**config.mk**
```make
export PLATFORM = sky130hd
export DESIGN_NAME = boot_regs
export DESIGN_NICKNAME = d
export VERILOG_FILES = /design/src/design/manycore_pkg.sv /design/src/design/boot_regs.sv
export SDC_FILE = /design/constraint.sdc
export NUM_CORES = 1
export LEC_CHECK = 0
export CORE_ASPECT_RATIO = 1.25
export CORE_MARGIN = 2
export CORE_UTILIZATION = 25
export CTS_CLUSTER_SIZE = 12
export DETAILED_ROUTE_END_ITERATION = 6
export DONT_BUFFER_PORTS = 1
export PLACE_DENSITY = 0.41
export SLEW_MARGIN = 10
export SYNTH_ARGS = -nofsm -noshare
export SYNTH_HDL_FRONTEND = slang
export SYNTH_SLANG_ARGS = --single-unit
```
**constraint.sdc**
```tcl
create_clock -name clk_i -period 2.6 [get_ports clk_i]
set_clock_uncertainty 0.2 [all_clocks]
set_input_delay 0.13 -clock clk_i [delete_from_list [all_inputs] [get_ports clk_i]]
set_output_delay 0.13 -clock clk_i [all_outputs]
set_load 0.1 [all_outputs]
```
**src/design/manycore_pkg.sv**
```systemverilog
`default_nettype none

package manycore_pkg;

  localparam int addr_width_c = 16;               // packet address field
  localparam int data_width_c = 32;               // data word, also rom word
  localparam int mask_width_c = data_width_c / 8; // one bit per byte
  localparam int word_width_c = addr_width_c - 1; // address bits below the ctrl flag
  localparam int cnt_width_c  = 16;               // packet count

  // rom header word: address in the low half, byte mask just above it
  localparam int hdr_mask_lsb_c = addr_width_c;

  typedef struct packed {
    logic [mask_width_c-1:0] mask;
    logic [addr_width_c-1:0] addr;
    logic [data_width_c-1:0] data;
  } store_pkt_s;

  localparam int ctrl_sel_width_c = 3;

  // memory view, bank from the low word bits so consecutive words interleave
  typedef struct packed {
    logic                    ctrl; // 0 for memory
    logic [word_width_c-1:0] word;
  } mem_addr_s;

  typedef struct packed {
    logic                                       ctrl;   // 1 for control space
    logic [word_width_c-ctrl_sel_width_c-1:0]   unused;
    logic [ctrl_sel_width_c-1:0]                sel;
  } ctrl_addr_s;

  typedef union packed {
    mem_addr_s  mem;
    ctrl_addr_s ctl;
  } pkt_addr_u;

  localparam logic [ctrl_sel_width_c-1:0] ctrl_sel_finish_c = 3'd0; // only defined select

  // wishbone register map, word addresses
  localparam logic [word_width_c-1:0] reg_ctrl_c        = 15'd0; // bit 0 starts a load
  localparam logic [word_width_c-1:0] reg_pkt_count_c   = 15'd1;
  localparam logic [word_width_c-1:0] reg_status_c      = 15'd2; // busy, load_done, finished
  localparam logic [word_width_c-1:0] reg_finish_code_c = 15'd3;
  localparam logic [word_width_c-1:0] reg_conflicts_c   = 15'd4; // write clears

  // set in the wishbone word address, low bits then index data memory
  localparam int mem_window_bit_c = word_width_c;

endpackage

`default_nettype wire
```
**src/design/boot_regs.sv**
```systemverilog
`timescale 1ns/1ps
`default_nettype none

module boot_regs (
  input  wire                                        clk_i,
  input  wire                                        rst_n_i,
  input  wire                                        wb_cyc_i,
  input  wire                                        wb_stb_i,
  input  wire                                        wb_we_i,
  input  wire [manycore_pkg::addr_width_c-1:0]       wb_adr_i,
  input  wire [manycore_pkg::data_width_c-1:0]       wb_dat_i,
  output logic [manycore_pkg::data_width_c-1:0]      wb_dat_o,
  output logic                                       wb_ack_o,
  output logic                                       start_o,
  output logic [manycore_pkg::cnt_width_c-1:0]       pkt_count_o,
  input  wire                                        busy_i,
  input  wire                                        done_i,
  output logic                                       rd_v_o,
  output logic [manycore_pkg::word_width_c-1:0]      rd_word_o,
  input  wire                                        rd_yumi_i,
  input  wire [manycore_pkg::data_width_c-1:0]       rd_data_i,
  input  wire [1:0]                                  conflict_i,
  input  wire                                        ctrl_v_i,
  input  wire [manycore_pkg::ctrl_sel_width_c-1:0]   ctrl_sel_i,
  input  wire [manycore_pkg::data_width_c-1:0]       ctrl_data_i
);

  import manycore_pkg::*;

  logic                    req;       // fresh wishbone cycle
  logic                    win;       // memory window
  logic                    reg_wr;
  logic [word_width_c-1:0] reg_sel;
  logic                    ack_q, rd_v_q, rd_wait_q, start_q;
  logic                    load_done_q, finished_q;
  logic [cnt_width_c-1:0]  pkt_count_q;
  logic [data_width_c-1:0] finish_code_q, conflict_cnt_q;
  logic [data_width_c-1:0] dat_q, reg_rdata;
  logic [word_width_c-1:0] rd_word_q;

  assign req     = wb_cyc_i & wb_stb_i & ~ack_q & ~rd_v_q & ~rd_wait_q;
  assign win     = wb_adr_i[mem_window_bit_c];
  assign reg_sel = wb_adr_i[word_width_c-1:0];
  assign reg_wr  = req & wb_we_i & ~win; // window writes are acked and dropped

  always_comb
  begin
    reg_rdata = '0;
    case (reg_sel)
      reg_ctrl_c:        reg_rdata[0] = busy_i;
      reg_pkt_count_c:   reg_rdata[cnt_width_c-1:0] = pkt_count_q;
      reg_status_c:      reg_rdata[2:0] = {finished_q, load_done_q, busy_i};
      reg_finish_code_c: reg_rdata = finish_code_q;
      reg_conflicts_c:   reg_rdata = conflict_cnt_q;
      default:           reg_rdata = '0;
    endcase
  end

  // bus handshake, registers ack next cycle, window read waits for the bank
  always_ff @(posedge clk_i)
  begin
    if (!rst_n_i)
    begin
      ack_q     <= 1'b0;
      rd_v_q    <= 1'b0;
      rd_wait_q <= 1'b0;
    end
    else
    begin
      ack_q     <= rd_wait_q; // read data valid now, ack next
      rd_wait_q <= rd_v_q & rd_yumi_i;
      if (rd_v_q & rd_yumi_i)
        rd_v_q <= 1'b0;
      if (req)
      begin
        if (win & ~wb_we_i)
          rd_v_q <= 1'b1;
        else
          ack_q <= 1'b1;
      end
    end
  end

  always_ff @(posedge clk_i)
  begin
    if (req)
    begin
      dat_q     <= reg_rdata;
      rd_word_q <= wb_adr_i[word_width_c-1:0];
    end
    if (rd_wait_q)
      dat_q <= rd_data_i;
  end

  always_ff @(posedge clk_i)
  begin
    if (!rst_n_i)
    begin
      start_q        <= 1'b0;
      pkt_count_q    <= '0;
      load_done_q    <= 1'b0;
      finished_q     <= 1'b0;
      finish_code_q  <= '0;
      conflict_cnt_q <= '0;
    end
    else
    begin
      start_q <= reg_wr & (reg_sel == reg_ctrl_c) & wb_dat_i[0]; // one cycle pulse
      if (reg_wr & (reg_sel == reg_pkt_count_c))
        pkt_count_q <= wb_dat_i[cnt_width_c-1:0];
      if (done_i)
        load_done_q <= 1'b1;
      else if (start_q)
        load_done_q <= 1'b0;
      if (ctrl_v_i & (ctrl_sel_i == ctrl_sel_finish_c))
      begin
        finished_q    <= 1'b1;
        finish_code_q <= ctrl_data_i;
      end
      if (reg_wr & (reg_sel == reg_conflicts_c))
        conflict_cnt_q <= '0;
      else if (|conflict_i)
        conflict_cnt_q <= conflict_cnt_q + 32'd1; // cycles, not events
    end
  end

  assign wb_dat_o    = dat_q;
  assign wb_ack_o    = ack_q;
  assign start_o     = start_q;
  assign pkt_count_o = pkt_count_q;
  assign rd_v_o      = rd_v_q;
  assign rd_word_o   = rd_word_q;

endmodule

`default_nettype wire

```
Word level (Yosys, flattened, before mapping)
Cells that the tools add are included.

cells by class
  add/sub/neg operators = 1
  equal/unequal tests = 4
  muxes and demuxes = 13
  bitwise gates (word level) = 19
  reductions and logical operators = 7

operators with widths
  cell                                                              number
  32-bit 2-to-1 mux                                                 2
  13-bit case mux with 3 select lines                               1
  32-bit by 1-bit adder with 32-bit output, second input constant   1
  16-bit case mux with 2 select lines                               1
  15-bit by 2-bit == test with 1-bit output, second input constant  2
  15-bit by 1-bit == test with 1-bit output, second input constant  1
  15-bit by 3-bit == test with 1-bit output, second input constant  1
  15-bit zero test                                                  1
  1-bit AND                                                         13
  2-bit case mux with 4 select lines                                1
  1-bit 2-to-1 mux                                                  7
  1-bit inverter                                                    6
  2-bit OR reduction                                                3
  1-bit case mux with 4 select lines                                1
  2-bit nonzero test                                                2
  3-bit zero test                                                   1

word-level totals
  register bits = 133
  input port bits = 126
  word-level logic and storage cells = 55

Logic depth before layout (Yosys ltp)
  word-level depth = 8
  gate-level depth with buffers = 7
  depth with buffers taken out = 5

Worst setup path after synthesis
OpenSTA, ideal clock, no wires.

  kind = register to register
  start = reg rd_v_q (netlist: rd_v_o)
  end = reg ack_q (netlist: wb_ack_o)
  library setup time = 0.120 ns
  data arrival time = 2.295 ns
  required time = 2.280 ns
  slack = -0.015 ns
  stages on the path, launching flop included = 4
  buffers on the path = 0
  path through = dfxtp_1 -> nand4bb_1 -> nand2b_1 -> and3b_1

between the ends
  longest elaborated chain between the ends = 4

RTL lines
  item                    line             source
  from (decl)             boot_regs.sv:34  logic ack_q, rd_v_q, rd_wait_q, start_q;
  from (signal assigned)  boot_regs.sv:65  rd_v_q <= 1'b0;
  from (signal assigned)  boot_regs.sv:73  rd_v_q <= 1'b0;
  from (signal assigned)  boot_regs.sv:77  rd_v_q <= 1'b1;
  1-bit inverter          boot_regs.sv:41  assign req = wb_cyc_i & wb_stb_i & ~ack_q & ~rd_v_q & ~rd_wait_q;
  1-bit AND (2 in a row)  boot_regs.sv:41
  1-bit 2-to-1 mux        boot_regs.sv:74  if (req)
  to (signal assigned)    boot_regs.sv:70  ack_q <= rd_wait_q;
  to (decl)               boot_regs.sv:34

Every way passes these cells.
A chain may end at the register's enable or synchronous reset.

Worst setup path in the final report
  start = reg ack_q (netlist: wb_ack_o)
  end = reg conflict_cnt_q[1]

between the ends
  longest elaborated chain between the ends = 8

RTL lines
  item                          line              source
  1-bit inverter                boot_regs.sv:41
  1-bit AND (3 in a row)        boot_regs.sv:41
  1-bit AND (2 in a row)        boot_regs.sv:44   assign reg_wr = req & wb_we_i & ~win;
  1-bit AND                     boot_regs.sv:120  if (reg_wr & (reg_sel == reg_conflicts_c))
  2-bit OR reduction (no line)  -
  to (signal assigned)          boot_regs.sv:123  conflict_cnt_q <= conflict_cnt_q + 32'd1;
  to (decl)                     boot_regs.sv:37   logic [data_width_c-1:0] finish_code_q, conflict_cnt_q;

Every way passes these cells.

==> key figures <==
GRT
  – Wire length of the first global-routing pass: 29300 um
  – Via count of the first global-routing pass: 5456
  – Overall global routing resource usage: 15.19%
  – Largest net degree at the start of global routing: 68
  – Global-route congestion overflow total: 0
  – Number of antenna violations at the first check in global routing: 1

Worst hold path
  – Hold Crit Depth: 4
  – Worst min path class: in2reg
  – Beginning of the worst hold path: conflict_i[1]
  – Hold Path End: conflict_cnt_q[4]

Power
  – Share of power burned in the clock network: 48.5%
  – Power per cell area: 618.8 nW/um^2
  – Share of total power in sequential cells: 45.7%
  – Total Power: 5.282 mW
  – Power Internal: 3.913 mW
  – Combinational group share of total power: 5.8%
  – Leakage power summed over all cells: 2.913 nW
  – Switch Pwr: 1.369 mW
  – Max IR drop VDD: 436.1 uV
  – Sw Ratio: 25.92%

Clock network
  – Total clock buffers created by CTS: 17
  – Sink count of the clock tree: 133
  – Later-pin clock latency in the skew report: 0.42 ns
  – Clock tree from TritonCTS: built
  – Clock tree buffer depth: 2
  – Cell at the root of the clock tree: sky130_fd_sc_hd__clkbuf_16
  – Number of setup buffers added after CTS: 0
  – CTS H-Tree Depth: 4
  – Clock slew seen by the registers of the worst setup and hold paths: 0.06 ns

Finish
  – Fill cell count: 2375
  – Nets: 889
  – Sequential standard cell area: 3134 sq um
  – Leading cell type in the layout, fill and taps excluded: sky130_fd_sc_hd__dlygate4sd3_1
  – Proportion of layout cells with a drive suffix above 1: 10.58%
  – Layout Area Growth over Synthesis: 43.07%
  – Highest-count cells in the layout ignoring fill and taps: 141 x sky130_fd_sc_hd__dlygate4sd3_1, 89 x sky130_fd_sc_hd__nand2_1, 85 x sky130_fd_sc_hd__dfxtp_1, 48 x sky130_fd_sc_hd__a21boi_0, 47 x sky130_fd_sc_hd__edfxtp_1
  – Total area of multi-input combinational cells: 2671 sq um

Synthesis
  – Synth unique cells: 48
  – Ys flop type: sky130_fd_sc_hd__dfxtp_1
  – Post-synthesis average cell area: 9.814 sq um
  – Mapped Nets: 735
  – Share of flip-flops with an asynchronous set or reset: 0%
  – Mapped Cells: 608
  – Flop and latch count out of synthesis: 133
  – Number of enable-type register cells in the synthesized netlist: 47
  – Seq/Total Area, Yosys: 52.51%
  – Number of warnings issued by yosys: 0
  – Cell area after synthesis: 5967 sq um

Setup path
  – Startpoint of the most critical register-to-register path: wb_ack_o
  – Arrival time of data at the critical path endpoint: 2.53 ns
  – Crit Path Max Fanout: 26
  – Worst r2r path cells: 6
  – Kind of critical path: reg2reg
  – Endpoint of the lowest-slack register-to-register path: conflict_cnt_q[1]
  – Worst setup path startpoint: wb_ack_o
  – Data required, critical path: 2.71 ns
  – Type of element capturing the critical path: register
  – Setup slack on the worst flop-to-flop path: 0.18 ns
  – Element type at the critical path start: register

Detailed routing
  – Final routed wire length divided by cell count: 17.94 um
  – DRC Markers: 0
  – Number of detailed-route iterations in the first pass: 4
  – Aggregate routed wire length: 19160 um
  – Number of routed nets with antenna violations: 0
  – Vias per std cell: 5.020
  – Count of vias placed by the detailed router: 5361
  – Iteration-0 DRC count of the detailed router: 241

STA
  – Final setup viols: 0
  – Final sum of negative setup slack: 0 ns
  – Worst Tran Pin Value: 0.9229 ns
  – Final Hold Vio Count: 0
  – Period minus WS final: 2.423 ns
  – Final Max Slew Viols: 0
  – Timing-limited maximum frequency: 412.8 MHz
  – Final worst-path cycle share: 93.18%
  – Worst rel slew slack: 38.60%

Status
  – Run status: finished clean

Floorplan
  – Chip Width: 142.2 um
  – Initial core utilization: 25.32%
  – Die area: 25130 sq um
  – Ports: 192
  – Overall die height: 176.7 um
  – Std cell rows: 63
  – Core Region: 23570 sq um

Place
  – Final weighted congestion in routability-driven placement: 0.7417
  – Total of buffers placed on input and output ports: 0
  – DP HPWL: 12870 um

Job
  – Number of maximum-capacitance constraint violations: 0
## how the worst max path moves through the flow
stage | endpoint | slack (ns) | cells past startpoint
final | conflict_cnt_q[1] | 0.18 | 6
after floorplan | wb_ack_o | 0.002 | 3
after detailed placement | conflict_cnt_q[22] | 0.21 | 5
after global placement | conflict_cnt_q[22] | 0.28 | 5
after global routing | conflict_cnt_q[1] | -0.008 | 6
after CTS | conflict_cnt_q[1] | 0.03 | 6
## power groups by stage
stage | registers, mW | clock network (mW) | logic (mW)
3_3_place_gp | 2.46 | 0 | 0.128
3_5_place_dp | 2.46 | 0 | 0.132
5_1_grt | 2.42 | 2.69 | 0.335
4_1_cts | 2.41 | 2.63 | 0.309
6_report | 2.41 | 2.56 | 0.309
2_1_floorplan | 2.46 | 0 | 0.101
## per-stage QoR
step	setup WS, ns	cell area (sq um)	cells	util, %	hold slack, ns
2_1_floorplan	0.002085	5968	608	-	0.02887
3_3_place_gp	0.2779	6464	893	27.42	0.02897
3_5_place_dp	0.2107	6464	893	27.42	0.02896
4_1_cts	0.02524	8522	1067	36.16	0.003023
5_1_grt	-0.008126	8534	1067	36.21	0.04791
6_report	0.1774	8537	1068	36.22	0.01687
## worst max-delay path: stages, from the launching register on
cell	delay [ns]
sky130_fd_sc_hd__dfxtp_1	0.32
sky130_fd_sc_hd__nor4bb_2	0.44
sky130_fd_sc_hd__nand4_1	0.22
sky130_fd_sc_hd__o21ai_2	0.16
sky130_fd_sc_hd__buf_4	0.31
sky130_fd_sc_hd__a21oi_1	0.08
sky130_fd_sc_hd__dlygate4sd3_1	0.57
## cells by family after synthesis
family / after synthesis / synth area share [%]
buffers and inverters: 49 / 3.229
AOI/OAI and AO/OA: 174 / 20.57
and+or+nand+nor: 230 / 20.17
muxes: 9 / 1.552
adders and majority gates: 1 / 0.2097
xor gates and xnor gates: 12 / 1.761
DFF: 133 / 52.51
## synthesized netlist by cell type, types with 3 or more instances
library cell | instances | area [sq um]
sky130_fd_sc_hd__o21ai_0 | 31 | 155.2
sky130_fd_sc_hd__xor2_1 | 6 | 52.55
sky130_fd_sc_hd__a22o_1 | 13 | 113.9
sky130_fd_sc_hd__nor2_1 | 24 | 90.09
sky130_fd_sc_hd__inv_1 | 6 | 22.52
sky130_fd_sc_hd__nand2_1 | 89 | 334.1
sky130_fd_sc_hd__mux2i_1 | 7 | 70.07
sky130_fd_sc_hd__edfxtp_1 | 47 | 1411
sky130_fd_sc_hd__a22oi_1 | 14 | 105.1
sky130_fd_sc_hd__nand4_1 | 6 | 37.54
sky130_fd_sc_hd__and4_1 | 4 | 35.03
sky130_fd_sc_hd__dfxtp_1 | 86 | 1722
sky130_fd_sc_hd__nor3_1 | 3 | 15.01
sky130_fd_sc_hd__o31ai_1 | 10 | 75.07
sky130_fd_sc_hd__xnor2_1 | 6 | 52.55
sky130_fd_sc_hd__a21boi_0 | 48 | 360.4
sky130_fd_sc_hd__nor4b_1 | 4 | 35.03
sky130_fd_sc_hd__o211ai_1 | 6 | 45.04
sky130_fd_sc_hd__or3_1 | 6 | 37.54
sky130_fd_sc_hd__nand3_1 | 27 | 135.1
sky130_fd_sc_hd__or4_1 | 10 | 75.07
sky130_fd_sc_hd__and2_1 | 18 | 112.6
sky130_fd_sc_hd__o21ai_1 | 11 | 55.05
sky130_fd_sc_hd__buf_2 | 7 | 35.03
sky130_fd_sc_hd__clkbuf_1 | 35 | 131.4
sky130_fd_sc_hd__nor4_1 | 10 | 62.56
sky130_fd_sc_hd__a21oi_1 | 17 | 85.08
sky130_fd_sc_hd__nor2b_1 | 10 | 62.56
sky130_fd_sc_hd__a221o_1 | 18 | 180.2
sky130_fd_sc_hd__and3_1 | 3 | 18.77
## metal layers
layer / wire length (um) / global-route usage [%] / vias up
met5: 0 / 0 / -
met4: 376 / 5.958 / 0
met3: 746 / 2.922 / 27
met2: 9894 / 26.97 / 135
met1: 8142 / 17.96 / 2632
li1: - / - / 2567
## sequential cells by signal, indices dropped and copies added (netlist names)
| signal | flops |
|---|---|
| conflict_cnt_q | 32 |
| finish_code_q | 32 |
| finished_q | 1 |
| load_done_q | 1 |
| pkt_count_o | 16 |
| rd_v_o | 1 |
| rd_wait_q | 1 |
| rd_word_o | 15 |
| start_o | 1 |
| wb_ack_o | 1 |
| wb_dat_o | 32 |
## final cells by class
type                       count  share of cell area [%]
clock buffer                  18                   5.027
inverter                       6                  0.2638
clock inverter                14                   2.228
sequential                   133                   36.71
antenna                        1                 0.02931
tap                          292                   4.280
multi-input combinational    426                   31.29
timing repair buffer         178                   20.17
## what timing repair did
| item | 4_1_cts | 5_1_grt |
|---|---|---|
| endpoints found under the setup margin | 0 | 1 |
| endpoints found under the hold margin | 133 | 0 |
| hold buffers | 142 | 0 |
| gates resized for setup | 0 | 2 |
No activity file was read; power rests on OpenSTA's default activity.
