===== config.mk =====
export PLATFORM = sky130hd
export DESIGN_NAME = spmd_loader
export DESIGN_NICKNAME = d
export VERILOG_FILES = /design/src/design/manycore_pkg.sv /design/src/design/spmd_loader.sv
export SDC_FILE = /design/constraint.sdc
export NUM_CORES = 1
export LEC_CHECK = 0
export BUFFER_PORTS_ARGS = -buffer_cell sky130_fd_sc_hd__clkbuf_2
export CAP_MARGIN = 30
export CORE_UTILIZATION = 53
export CTS_BUF_LIST = sky130_fd_sc_hd__clkbuf_4 sky130_fd_sc_hd__clkbuf_8
export DETAILED_ROUTE_END_ITERATION = 10
export PLACE_DENSITY = 0.91
export SYNTH_ARGS = -nofsm -noshare
export SYNTH_HDL_FRONTEND = slang
export SYNTH_SLANG_ARGS = --single-unit

===== constraint.sdc =====
create_clock -name clk_i -period 3.4 [get_ports clk_i]
set_input_delay 1.02 -clock clk_i [delete_from_list [all_inputs] [get_ports clk_i]]
set_output_delay 1.02 -clock clk_i [all_outputs]
set_load 0.01 [all_outputs]

===== src/design/manycore_pkg.sv =====
`default_nettype none

package manycore_pkg;

  localparam int addr_width_c = 16;               // packet address field
  localparam int data_width_c = 32;               // data word, also rom word
  localparam int mask_width_c = data_width_c / 8; // one bit per byte
  localparam int word_width_c = addr_width_c - 1; // address bits below the ctrl flag
  localparam int cnt_width_c  = 16;               // packet count

  // rom header word: address in the low half, byte mask just above it
  localparam int hdr_mask_lsb_c = addr_width_c;

  typedef struct packed {
    logic [mask_width_c-1:0] mask;
    logic [addr_width_c-1:0] addr;
    logic [data_width_c-1:0] data;
  } store_pkt_s;

  localparam int ctrl_sel_width_c = 3;

  // memory view, bank from the low word bits so consecutive words interleave
  typedef struct packed {
    logic                    ctrl; // 0 for memory
    logic [word_width_c-1:0] word;
  } mem_addr_s;

  typedef struct packed {
    logic                                       ctrl;   // 1 for control space
    logic [word_width_c-ctrl_sel_width_c-1:0]   unused;
    logic [ctrl_sel_width_c-1:0]                sel;
  } ctrl_addr_s;

  typedef union packed {
    mem_addr_s  mem;
    ctrl_addr_s ctl;
  } pkt_addr_u;

  localparam logic [ctrl_sel_width_c-1:0] ctrl_sel_finish_c = 3'd0; // only defined select

  // wishbone register map, word addresses
  localparam logic [word_width_c-1:0] reg_ctrl_c        = 15'd0; // bit 0 starts a load
  localparam logic [word_width_c-1:0] reg_pkt_count_c   = 15'd1;
  localparam logic [word_width_c-1:0] reg_status_c      = 15'd2; // busy, load_done, finished
  localparam logic [word_width_c-1:0] reg_finish_code_c = 15'd3;
  localparam logic [word_width_c-1:0] reg_conflicts_c   = 15'd4; // write clears

  // set in the wishbone word address, low bits then index data memory
  localparam int mem_window_bit_c = word_width_c;

endpackage

`default_nettype wire

===== src/design/spmd_loader.sv =====
`timescale 1ns/1ps
`default_nettype none

module spmd_loader (
  input  wire                                       clk_i,
  input  wire                                       rst_n_i,
  input  wire                                       start_i,
  input  wire [manycore_pkg::cnt_width_c-1:0]       pkt_count_i,
  input  wire [manycore_pkg::data_width_c-1:0]      rom_data_i,
  input  wire                                       pkt_yumi_i,
  output logic [manycore_pkg::addr_width_c-1:0]     rom_addr_o,
  output logic                                      pkt_v_o,
  output manycore_pkg::store_pkt_s                  pkt_o,
  output logic                                      busy_o,
  output logic                                      done_o
);

  import manycore_pkg::*;

  localparam logic [1:0] st_idle_c = 2'd0;
  localparam logic [1:0] st_hdr_c  = 2'd1; // rom at 2k
  localparam logic [1:0] st_data_c = 2'd2; // rom at 2k+1
  localparam logic [1:0] st_send_c = 2'd3; // hold packet until yumi

  logic [1:0]              state_q;
  logic [cnt_width_c-1:0]  count_q;  // latched at start
  logic [cnt_width_c-1:0]  idx_q;    // packet in flight
  logic                    done_q;
  logic                    last_pkt;
  logic [mask_width_c-1:0] mask_q;
  logic [addr_width_c-1:0] addr_q;
  logic [data_width_c-1:0] data_q;

  assign last_pkt = (idx_q + 16'd1) == count_q;

  always_ff @(posedge clk_i)
  begin
    if (!rst_n_i)
    begin
      state_q <= st_idle_c;
      count_q <= '0;
      idx_q   <= '0;
      done_q  <= 1'b0;
    end
    else
    begin
      done_q <= 1'b0; // single cycle pulse
      case (state_q)
        st_idle_c:
          if (start_i)
          begin
            count_q <= pkt_count_i;
            idx_q   <= '0;
            if (pkt_count_i == '0)
              done_q <= 1'b1; // nothing to load
            else
              state_q <= st_hdr_c;
          end
        st_hdr_c:  state_q <= st_data_c;
        st_data_c: state_q <= st_send_c;
        st_send_c:
          if (pkt_yumi_i)
          begin
            if (last_pkt)
            begin
              done_q  <= 1'b1;
              state_q <= st_idle_c; // busy drops with done
            end
            else
            begin
              idx_q   <= idx_q + 16'd1;
              state_q <= st_hdr_c;
            end
          end
        default: state_q <= st_idle_c;
      endcase
    end
  end

  // packet fields straight from the combinational rom
  always_ff @(posedge clk_i)
  begin
    if (state_q == st_hdr_c)
    begin
      mask_q <= rom_data_i[hdr_mask_lsb_c +: mask_width_c];
      addr_q <= rom_data_i[addr_width_c-1:0];
    end
    if (state_q == st_data_c)
      data_q <= rom_data_i;
  end

  assign rom_addr_o = {idx_q[addr_width_c-2:0], state_q == st_data_c};
  assign pkt_v_o    = state_q == st_send_c;
  assign pkt_o.mask = mask_q;
  assign pkt_o.addr = addr_q;
  assign pkt_o.data = data_q;
  assign busy_o     = state_q != st_idle_c;
  assign done_o     = done_q;

endmodule

`default_nettype wire


# After elaboration in Yosys (flattened, before gate mapping)

Index checks and enable logic that the tools add are counted.

Bits in registers: 87
Input bits: 52
Output and inout bits: 71
Word-level logic and storage cells: 37

$add $sub $neg: 1
Equal/unequal tests: 8
Mux-type cells: 14
Reductions and logical operators: 7

Operator list:

| kind                                                            | count |
|---|---|
| 16-bit two-way mux                                              | 3 |
| 16-bit one-hot mux with 2 select lines                          | 1 |
| 16-bit by 1-bit adder with 16-bit output, second input constant | 1 |
| 16-bit == test                                                  | 1 |
| 16-bit logical NOT                                              | 1 |
| 2-bit != test, second input constant                            | 4 |
| 2-bit one-hot mux with 4 select lines                           | 1 |
| 2-bit two-way mux                                               | 3 |
| 1-bit two-way mux                                               | 5 |
| 2-bit == test, second input constant                            | 2 |
| 4-bit AND reduction                                             | 1 |
| 2-bit nonzero test                                              | 2 |
| 3-bit AND reduction                                             | 1 |
| 2-bit by 1-bit == test with 1-bit output, second input constant | 1 |
| 2-bit logical NOT                                               | 1 |
| 1-bit one-hot mux with 2 select lines                           | 1 |
| 2-bit AND reduction                                             | 1 |

# Longest topological paths before layout

Gate-level depths: netlist of the first run.

Word-level depth: 5
Mapped depth: 10
Depth with buffers taken out: 9

# Least setup slack after synthesis of the first run

Ideal clock, no wire load.

Path kind: register to register
From: reg idx_q[0]
To: reg idx_q[11]
Library setup time: 0.072 ns
Data arrival time: 2.547 ns
Data required time: 3.328 ns
Slack: 0.781 ns
Cell stages (with the launch flop): 10
Buffers on the path: 1
Clock period less this slack: 2.619 ns
Cells stage by stage: dfxtp_1 > ha_1 > nand3_2 > nor3_1 > xnor2_1 > o2111ai_1 > a21oi_1 > clkbuf_1 > a31oi_1 > mux2i_1

Longest elaborated chain between the ends: 4
Elaborated cells between the ends (all ways): 7
Classes of those cells: add/sub (1); eq/ne (2); mux (3); reduce/logical (1)

RTL lines:

| what                                                                                                  | RTL line                             | RTL |
|---|---|---|
| start, declared                                                                                       | spmd_loader.sv:27                    | `logic [cnt_width_c-1:0] idx_q;` |
| start signal, assigned                                                                                | spmd_loader.sv:71                    | `idx_q <= idx_q + 16'd1;` |
| 16-bit by 1-bit adder with 16-bit output (*)                                                          | spmd_loader.sv:34, spmd_loader.sv:71 |  |
| 16-bit == test / 16-bit two-way mux (equally long branches)                                           | spmd_loader.sv:34, spmd_loader.sv:64 |  |
| 2-bit != test (no source line) / 16-bit two-way mux (equally long branches)                           | n/a                                  |  |
| 4-bit AND reduction (no source line) / 16-bit one-hot mux with 2 select lines (equally long branches) | n/a                                  |  |

Mark *: on every way between the ends. The rest lies on a longest branch, timed or not. The select of a mux whose other input is x is not followed.
A chain may end at the register's enable or synchronous reset.

# Final worst setup path of the first run

From: reg idx_q[1]
To: reg idx_q[15]

Same word-level chain as after synthesis.

==> impl_metrics.csv, run 1 <==
group,metric,value,unit
cts,clk_path_buf_depth,2,
synthesis,ys_seq_area_share,57.7,%
critical_path,worstSetupPathType,"reg2reg",
floorplanning,coreArea,7210,sq um
power,internal_power,2.19,mW
critical_path,cp-end-kind,"flop",
critical_path,slowest_delay,0.57,ns
critical_path,start_kind,"flop",
critical_path,cp_slowest_cell,"o31a_1",
cts,cts_made_buffers,9,
grt,grt_pass1_wl,13200,um
floorplanning,die_y,88.0,um
worst_hold_path,hold_class,"reg2reg",
route,ant_nets,0,
cells_and_area,drive_gt1_share,35.2,%
floorplanning,die_x,88.0,um
cts,cts_root_buffer,"clkbuf_8",
run_status,outcome,"complete, no violations",
placement,numPortBuffers,122,
cells_and_area,final_common_cell,"clkbuf_2",
route,drcViolationCount,0,
floorplanning,die-area,7750,sq um
synthesis,syn_area,3920,sq um
grt,grt_pass1_vias,2886,
route,wl_per_cell,15.2,um
cts,clock_latency,0.35,ns
synthesis,syn_nets,401,
cells_and_area,area_growth,21.5,%
sta,finalWorstSetupSlack,0.402,ns
placement,place_congestion,0.898,
power,p_seq_share,46.6,%
placement,hpwl,6290,um
cts,clkSinkCount,87,
cells_and_area,antenna_cells,0,
grt,grt_overflow,0,
power,p_leak,1.94,nW
route,viasPerCell,5.43,
synthesis,synth_area_per_cell,11.4,sq um
floorplanning,rows,31,
power,switching_power,950,uW
cts,cts_setup_buffers,0,
route,initialDrtViolationCount,182,
sta,min_period,3.00,ns
grt,track_usage,22.7,%
route,dr.pass1.iters,5,
cts,cts_tree,"done",
cts,cts_resized,0,
sta,finalCritPeriodShare,88.2,%
sta,slew-limit-headroom,37.3,%
sta,finalSetupViolations,0,
synthesis,synth_cell_type_count,48,
floorplanning,initial_core_util,54.4,%
sta,setup_tns,0,ns
grt,grt_antenna_before_repair,0,
critical_path,ff2ff_setup_slack,0.40,ns
sta,fmaxAchievable,334,MHz
critical_path,crit_required,3.64,ns
critical_path,arrival,3.24,ns
synthesis,ys_seq_elements,87,
sta,tightest_slew,0.940,ns
critical_path,worstPathCellList,"ha_1, nand3_2, nor3b_1, o2111ai_1, or4_4, o31a_1, nand3b_1, o21ai_1",
cts,htreeDepth,3,
sta,finalMaxSlewViolations,0,
placement,pre_cts_slack,0.417,ns
cts,ctsHoldBuffers,0,
job,cap_violations,0,
sta,rsz0062_at_grt,"false",
power,power_frac_clock,26.7,%
synthesis,synth_warnings,0,
critical_path,path_delay_family,"simple AND/OR/NAND/NOR gates",
grt,grt_max_degree,40,
floorplanning,ios,123,
route,wirelength,8470,um
synthesis,synth_cells,344,
power,p_per_area,659,nW/um^2
power,irDropWorstVdd,406,uV
sta,hold_violations,0,
cts,path_clk_slew,0.08,ns
route,vias,3033,
cells_and_area,finalNetCount,512,
critical_path,crit_fanout,14,
cells_and_area,final_cell_mix,"clkbuf_2, edfxtp_1, nand2_1",
critical_path,path_buf_inv,0,
power,p_comb_share,26.7,%
sta,fin_skew,0.00835,ns
power,switching_share,30.2,%
## logic make-up after synthesis
kind of cell | count (synthesis) | share of synthesized area (%)
muxes | 3 | 0.765
DFF | 87 | 57.7
buffers and inverters | 39 | 5.48
adders and majority gates | 5 | 1.59
xor gates and xnor gates | 25 | 5.58
AOI/OAI and AO/OA | 60 | 10.2
and+or+nand+nor | 125 | 18.7
## synth_stat cells (all sizes together)
library cell	instances	area share (%)
edfxtp	52	40
nand2	48	4.6
dfxtp	35	18
buf	18	3.5
a21boi	17	3.3
xnor2	17	3.8
nand3	16	3.3
o21ai	16	2.3
nor2	15	1.4
inv	12	1.1
a31oi	11	1.8
nor3	10	1.4
clkbuf	9	0.86
nand4	8	2.0
xor2	8	1.8
a21oi	6	0.77
ha	5	1.6
nor4	5	1.7
or4	5	1.1
mux2i	3	0.77
nand2b	3	0.48
nor2b	3	0.48
o2111ai	3	0.67
and2	2	0.32
and3	2	0.32
nand3b	2	0.38
nor3b	2	0.38
a211o	1	0.22
a22oi	1	0.19
and2b	1	0.19
nor4b	1	0.22
o211ai	1	0.19
o21a	1	0.19
o22ai	1	0.16
o2bb2ai	1	0.22
o31a	1	0.22
or2	1	0.16
or3	1	0.16
## final cells by class
cell class	instances	area [sq um]
clock buffer	10	131
clock inverter	6	109
fill	549	2450
inverter	12	45.0
multi-input combinational	218	1450
sequential	87	2260
tap	99	124
timing repair buffer	127	648
## final timing paths
check / startpoint / to / cells past startpoint
hold reg to reg: count_q[1] / count_q[1] / 2
setup / recovery: idx_q[1] / idx_q[15] / 8
hold / removal: count_q[1] / count_q[1] / 2
setup reg to reg: idx_q[1] / idx_q[15] / 8
## power groups by stage
stage          clock network (mW)  logic [mW]  registers, mW
2_1_floorplan                   0       0.441           1.56
3_3_place_gp                    0       0.813           1.48
3_5_place_dp                    0       0.836           1.49
4_1_cts                     0.855       0.842           1.47
5_1_grt                     0.893       0.928           1.49
6_report                    0.838       0.840           1.46
## tightest hold or removal path, delay by kind of cell, from the launching register on
kind / cells / cell delay (ns)
AND/OR/NAND/NOR: 1 / 0.05
flip-flops: 1 / 0.32
AO/OA/AOI/OAI: 1 / 0.06
## per-layer routing
layer | vias to the layer above | GRT usage [%] | part of all wire [%]
met2 | 171 | 38.6 | 48
met3 | 18 | 6.41 | 9.6
met5 | - | 0 | 0
met1 | 1401 | 26.6 | 40
met4 | 0 | 11.0 | 2.2
li1 | 1443 | - | -
## stage by stage
stage               hold WS, ns  area (sq um)  util, %  power (mW)  instances
floorplan                 0.455          3920        -        2.00        344
global placement          0.464          4530     62.7        2.30        543
detailed placement        0.473          4530     62.7        2.33        543
CTS                       0.485          4770     66.1        3.16        559
global route              0.504          4770     66.1        3.31        559
finish                    0.481          4770     66.1        3.14        559
## state kept, by name, indices dropped and copies added, names as in the netlist
signal,flops
data_q,32
done_o,1
state_q,2
idx_q,16
count_q,16
mask_q,4
addr_q,16
(Power assumes the default switching activity.)
==> inputs of run 2 (changes only) <==
- REMOVE_ABC_BUFFERS: not set -> 1
==> run 2 against run 1 <==
Sequential share of layout area shrank 0.12 points. Power grew 1.1%. Worst setup slack lost 0.047 ns. Combinational power is essentially flat. Hold slack gained 0.0042 ns. Utilization grew 0.17 points. Register-to-register slack lost 0.05 ns. Critical endpoint unchanged. Clock skew grew 0.0077 ns. Critical path type unchanged. Clock power grew 3.8%.
==> impl_metrics.csv, run 2 (synthesis gave the netlist of run 1 again) <==
group,metric,value,unit
critical_path,worstSetupPathType,"reg2reg",
cells_and_area,largest_register,"data_q",
grt,grt_antenna_before_repair,0,
floorplanning,initial_core_util,54.4,%
sta,hold_violations,0,
critical_path,crit_path_start,"idx_q[0]",
route,ant_nets,0,
floorplanning,die_y,88.0,um
critical_path,cp-end-kind,"flop",
cts,clock_latency,0.36,ns
floorplanning,die-area,7750,sq um
grt,grt_max_degree,40,
critical_path,crit_required,3.65,ns
cells_and_area,multi_input_area,1450,sq um
placement,place_congestion,1.00,
cells_and_area,antenna_cells,0,
grt,grt_pass1_wl,13700,um
sta,fmaxAchievable,328,MHz
critical_path,start_kind,"flop",
critical_path,ff2ff_setup_slack,0.35,ns
cts,cts_resized,0,
cts,cts_root_buffer,"clkbuf_8",
route,wirelength,8780,um
cells_and_area,fillers,558,
power,irDropWorstVdd,274,uV
cts,cts_tree,"done",
critical_path,arrival,3.29,ns
sta,finalMaxSlewViolations,0,
sta,slew-limit-headroom,42.3,%
sta,rsz0062_at_grt,"false",
critical_path,reg2regPathDepth,8,
power,p_comb_share,26.4,%
sta,finalSetupViolations,0,
cells_and_area,finalNetCount,513,
run_status,outcome,"complete, no violations",
grt,busiest_layer,"met2",
grt,grt_pass1_vias,2874,
power,p_leak,1.95,nW
route,viasPerCell,5.41,
power,power_frac_clock,27.4,%
critical_path,worstPathCellList,"ha_1, nand3_2, nor3b_1, o2111ai_1, or4_4, o31a_1, nand3b_1, o21ai_1",
worst_hold_path,hold_class,"reg2reg",
sta,finalCritPeriodShare,89.6,%
floorplanning,ios,123,
cells_and_area,final_cell_mix,"clkbuf_2, edfxtp_1, nand2_1",
grt,grt_overflow,0,
critical_path,timing.rr.end,"idx_q[15]",
cells_and_area,seqCellArea,2260,sq um
floorplanning,die_x,88.0,um
cts,cts_setup_buffers,0,
sta,setup_tns,0,ns
cells_and_area,drive_gt1_share,35.6,%
sta,fin_skew,0.0161,ns
cts,clk_path_buf_depth,2,
critical_path,endpoint,"idx_q[15]",
floorplanning,rows,31,
grt,gr-usage-met1,25.9,%
power,switching_power,969,uW
sta,finalHoldWorstSlack,0.485,ns
grt,track_usage,23.8,%
placement,hpwl,6510,um
power,p_per_area,664,nW/um^2
critical_path,cp_slowest_cell,"o31a_1",
cts,cts_made_buffers,9,
power,p_seq_share,46.2,%
cells_and_area,largest_reg_flops,32,
cts,ctsHoldBuffers,0,
route,vias,3029,
placement,numPortBuffers,122,
cells_and_area,area_growth,21.8,%
sta,tightest_slew,0.866,ns
cts,path_clk_slew,0.09,ns
grt,grt_util_met3,5.84,%
floorplanning,coreArea,7210,sq um
grt,met2_usage,43.2,%
sta,min_period,3.05,ns
critical_path,worstReg2RegStart,"idx_q[0]",
route,dr.pass1.iters,4,
cts,clkSinkCount,87,
cells_and_area,final_common_cell,"clkbuf_2",
route,drcViolationCount,0,
route,initialDrtViolationCount,164,
power,switching_share,30.5,%
job,cap_violations,0,
critical_path,crit_fanout,14,
power,internal_power,2.21,mW
critical_path,slowest_delay,0.58,ns
cts,htreeDepth,3,
route,wl_per_cell,15.7,um
-- run 2: cell types whose count changed in the layout (fill, tap and decap cells not counted), sizes merged --
| cell | change |
|---|---|
| clkbuf | +1 |
| inv | +1 |
| clkinv | -1 |
| buf | +1 |
| clkinvlp | -1 |
-- run 2: routing by layer --
metal	up-vias	part of all wire [%]	wire length, um
met2	135	51	4480
li1	1442	-	-
met5	-	0	0
met1	1434	40	3480
met3	18	7.3	640
met4	0	2.1	185
-- run 2: power by group through the flow --
stage               registers [mW]  clock network, mW  logic (mW)
detailed placement            1.50                  0       0.836
global route                  1.49              0.929       0.928
floorplan                     1.56                  0       0.421
global placement              1.48                  0       0.812
CTS                           1.47              0.882       0.839
finish                        1.47              0.870       0.837
-- run 2: layout make-up --
type | instances | share of cell area, %
Multi-Input combinational cell | 218 | 30.3
Clock buffer | 11 | 2.91
Tap cell | 99 | 2.59
Sequential cell | 87 | 47.3
Clock inverter | 5 | 2.23
Inverter | 12 | 0.943
Timing Repair Buffer | 128 | 13.7
-- run 2: per-stage QoR --
stage | area, sq um | utilization [%] | worst slack, ns | instances | total power [mW]
2_1_floorplan | 3750 | - | 0.534 | 317 | 1.98
6_report | 4780 | 66.2 | 0.355 | 560 | 3.17
5_1_grt | 4780 | 66.2 | 0.146 | 560 | 3.35
3_3_place_gp | 4530 | 62.8 | 0.493 | 544 | 2.30
3_5_place_dp | 4530 | 62.8 | 0.377 | 544 | 2.33
4_1_cts | 4780 | 66.2 | 0.368 | 560 | 3.19
-- run 2: worst min path at each step --
stage                           start           to  depth (start not counted)
after floorplan            count_q[0]   count_q[0]                          2
after global placement    count_q[11]  count_q[11]                          2
after detailed placement  count_q[11]  count_q[11]                          2
after CTS                 count_q[15]  count_q[15]                          2
after global routing      count_q[15]  count_q[15]                          2
final                     count_q[15]  count_q[15]                          2
-- run 2: worst max-delay path, delay by kind of cell, from the launching register on --
family	cells	cell delay, ns
and+or+nand+nor	4	1.31
AOI/OAI and AO/OA	3	0.78
DFF	1	0.49
adders and majority gates	1	0.35
==> inputs of run 3 (changes only) <==
- BUFFER_PORTS_ARGS: -buffer_cell sky130_fd_sc_hd__clkbuf_2 -> not set
- CELL_PAD_IN_SITES_DETAIL_PLACEMENT: not set -> 2
- CELL_PAD_IN_SITES_GLOBAL_PLACEMENT: not set -> 2
- CORE_UTILIZATION: 53 -> 41
- DONT_BUFFER_PORTS: not set -> 1
- PLACE_DENSITY: 0.91 -> 0.9
==> run 3 against run 2 <==
Utilization shrank 21 points. Wire length grew 36%. Hold slack gained 0.00066 ns. Power shrank 6.7%. Via count shrank 13%. Cell area shrank 12%. Non-clock buffer count shrank 119. Clock-buffer cell count shrank 2. Clock power shrank 17%. Flip-flop and latch count is the same.
==> impl_metrics.csv, run 3 (synthesis gave the netlist of run 1 again) <==
group,metric,value,unit
power,power,2.96,mW
critical_path,worstPathCellList,"ha_1, nand3_2, nor3b_1, o2111ai_1, or4_4, o31a_1, nand3b_1, o21ai_1",
route,drcViolationCount,0,
worst_hold_path,hp-start,"count_q[9]",
sta,min_period,3.20,ns
route,viasPerCell,5.54,
grt,met2_usage,47.8,%
floorplanning,coreArea,9240,sq um
sta,hold_violations,0,
grt,busiest_layer,"met2",
cells_and_area,largest_reg_flops,32,
cells_and_area,largest_register,"data_q",
route,wirelength,11900,um
sta,fmaxAchievable,312,MHz
cts,cts_root_buffer,"clkbuf_8",
power,irDropWorstVdd,221,uV
floorplanning,die-area,9970,sq um
cts,path_clk_slew,0.10,ns
grt,track_usage,24.9,%
sta,finalSetupViolations,0,
cells_and_area,finalNetCount,394,
route,vias,2621,
sta,rsz0062_at_grt,"false",
critical_path,start_kind,"flop",
sta,tightest_slew,1.03,ns
floorplanning,initial_core_util,42.5,%
route,ant_nets,0,
worst_hold_path,hold_class,"reg2reg",
critical_path,worstReg2RegStart,"idx_q[1]",
placement,place_inst,455,
route,initialDrtViolationCount,140,
critical_path,cp-end-kind,"flop",
grt,grt_pass1_wl,17900,um
floorplanning,die_y,99.8,um
cts,clk_path_buf_depth,2,
placement,place_congestion,0.787,
cts,cts_tree,"done",
job,cap_violations,0,
cts,cts_made_buffers,9,
grt,grt_util_met3,7.10,%
floorplanning,die_x,99.8,um
sta,finalCritPeriodShare,94.1,%
grt,grt_max_degree,41,
critical_path,crit_required,3.67,ns
critical_path,slowest_delay,0.58,ns
cts,cts_setup_buffers,0,
placement,numPortBuffers,0,
placement,hpwl,8690,um
cells_and_area,final_cell_mix,"edfxtp_1, nand2_1, dfxtp_1",
sta,slew-limit-headroom,31.4,%
grt,grt_pass1_vias,2888,
sta,setup_tns,0,ns
critical_path,worstSetupPathType,"reg2reg",
cells_and_area,final_common_cell,"edfxtp_1",
cts,ctsHoldBuffers,0,
power,p_per_area,708,nW/um^2
cells_and_area,drive_gt1_share,13.2,%
route,wl_per_cell,25.2,um
floorplanning,ios,123,
route,dr.pass1.iters,4,
run_status,outcome,"complete, no violations",
grt,grt_antenna_before_repair,2,
critical_path,cp_slowest_cell,"or4_4",
sta,finalMaxSlewViolations,0,
cts,clkSinkCount,87,
cts,htreeDepth,3,
cts,clock_latency,0.37,ns
grt,grt_overflow,0,
critical_path,crit_fanout,14,
cells_and_area,final_cells,473,
floorplanning,rows,35,
power,p_leak,1.42,nW
cts,cts_resized,0,
cells_and_area,fin_util,45.3,%
sta,fin_skew,0.0113,ns
critical_path,arrival,3.47,ns
grt,gr-usage-met1,25.6,%
cells_and_area,area_growth,6.63,%
critical_path,crit_path_start,"idx_q[1]",
## run 3: changes by cell type in the layout (fill, tap and decap cells not counted), moves of 2 or more
cell,before,now
buf_4,6,9
bufinv_16,3,0
clkbuf_2,122,0
clkbuf_4,2,0
diode_2,0,2
inv_8,0,2
## run 3: area by class of cell
cell class                      count  area [sq um]
Timing Repair Buffer                9          67.6
Inverter                           12          45.0
Sequential cell                    87          2260
Clock inverter                      7          72.6
Clock buffer                        9           124
Tap cell                          129           161
Multi-Input combinational cell    218          1450
Antenna cell                        2          5.00
Fill cell                         929          5060
## run 3: stage by stage
step / area, sq um / worst slack [ns] / hold slack, ns
after floorplan: 3750 / 0.534 / 0.455
after global placement: 3980 / 0.477 / 0.462
after detailed placement: 3980 / 0.283 / 0.479
after CTS: 4180 / 0.156 / 0.492
after global routing: 4180 / 0.00832 / 0.521
final: 4180 / 0.199 / 0.486
## run 3: critical path, delay by kind of cell, from the launching register on
family / cells / cell delay (ns)
simple gates: 4 / 1.54
compound gates: 3 / 0.86
flops: 1 / 0.37
fa+ha+maj: 1 / 0.33
## run 3: where the power goes
group / leakage, nW / internal [mW] / switching [mW] / total [mW]
Sequential: 0.765 / 1.39 / 0.199 / 1.59
Clock: 0.0970 / 0.288 / 0.431 / 0.719
Combinational: 0.562 / 0.202 / 0.447 / 0.649
Total: 1.42 / 1.88 / 1.08 / 2.96
## run 3: per-layer routing
layer,vias up,share of wire [%]
li1,1199,-
met1,1315,37
met2,97,56
met3,10,6.2
met4,0,1.2
met5,-,0
## run 3: worst paths after layout
kind / slack, ns / end / cells after the start
max reg2reg: 0.20 / idx_q[15] / 8
max: 0.20 / idx_q[15] / 8
min: 0.49 / count_q[9] / 2
min reg2reg: 0.49 / count_q[9] / 2
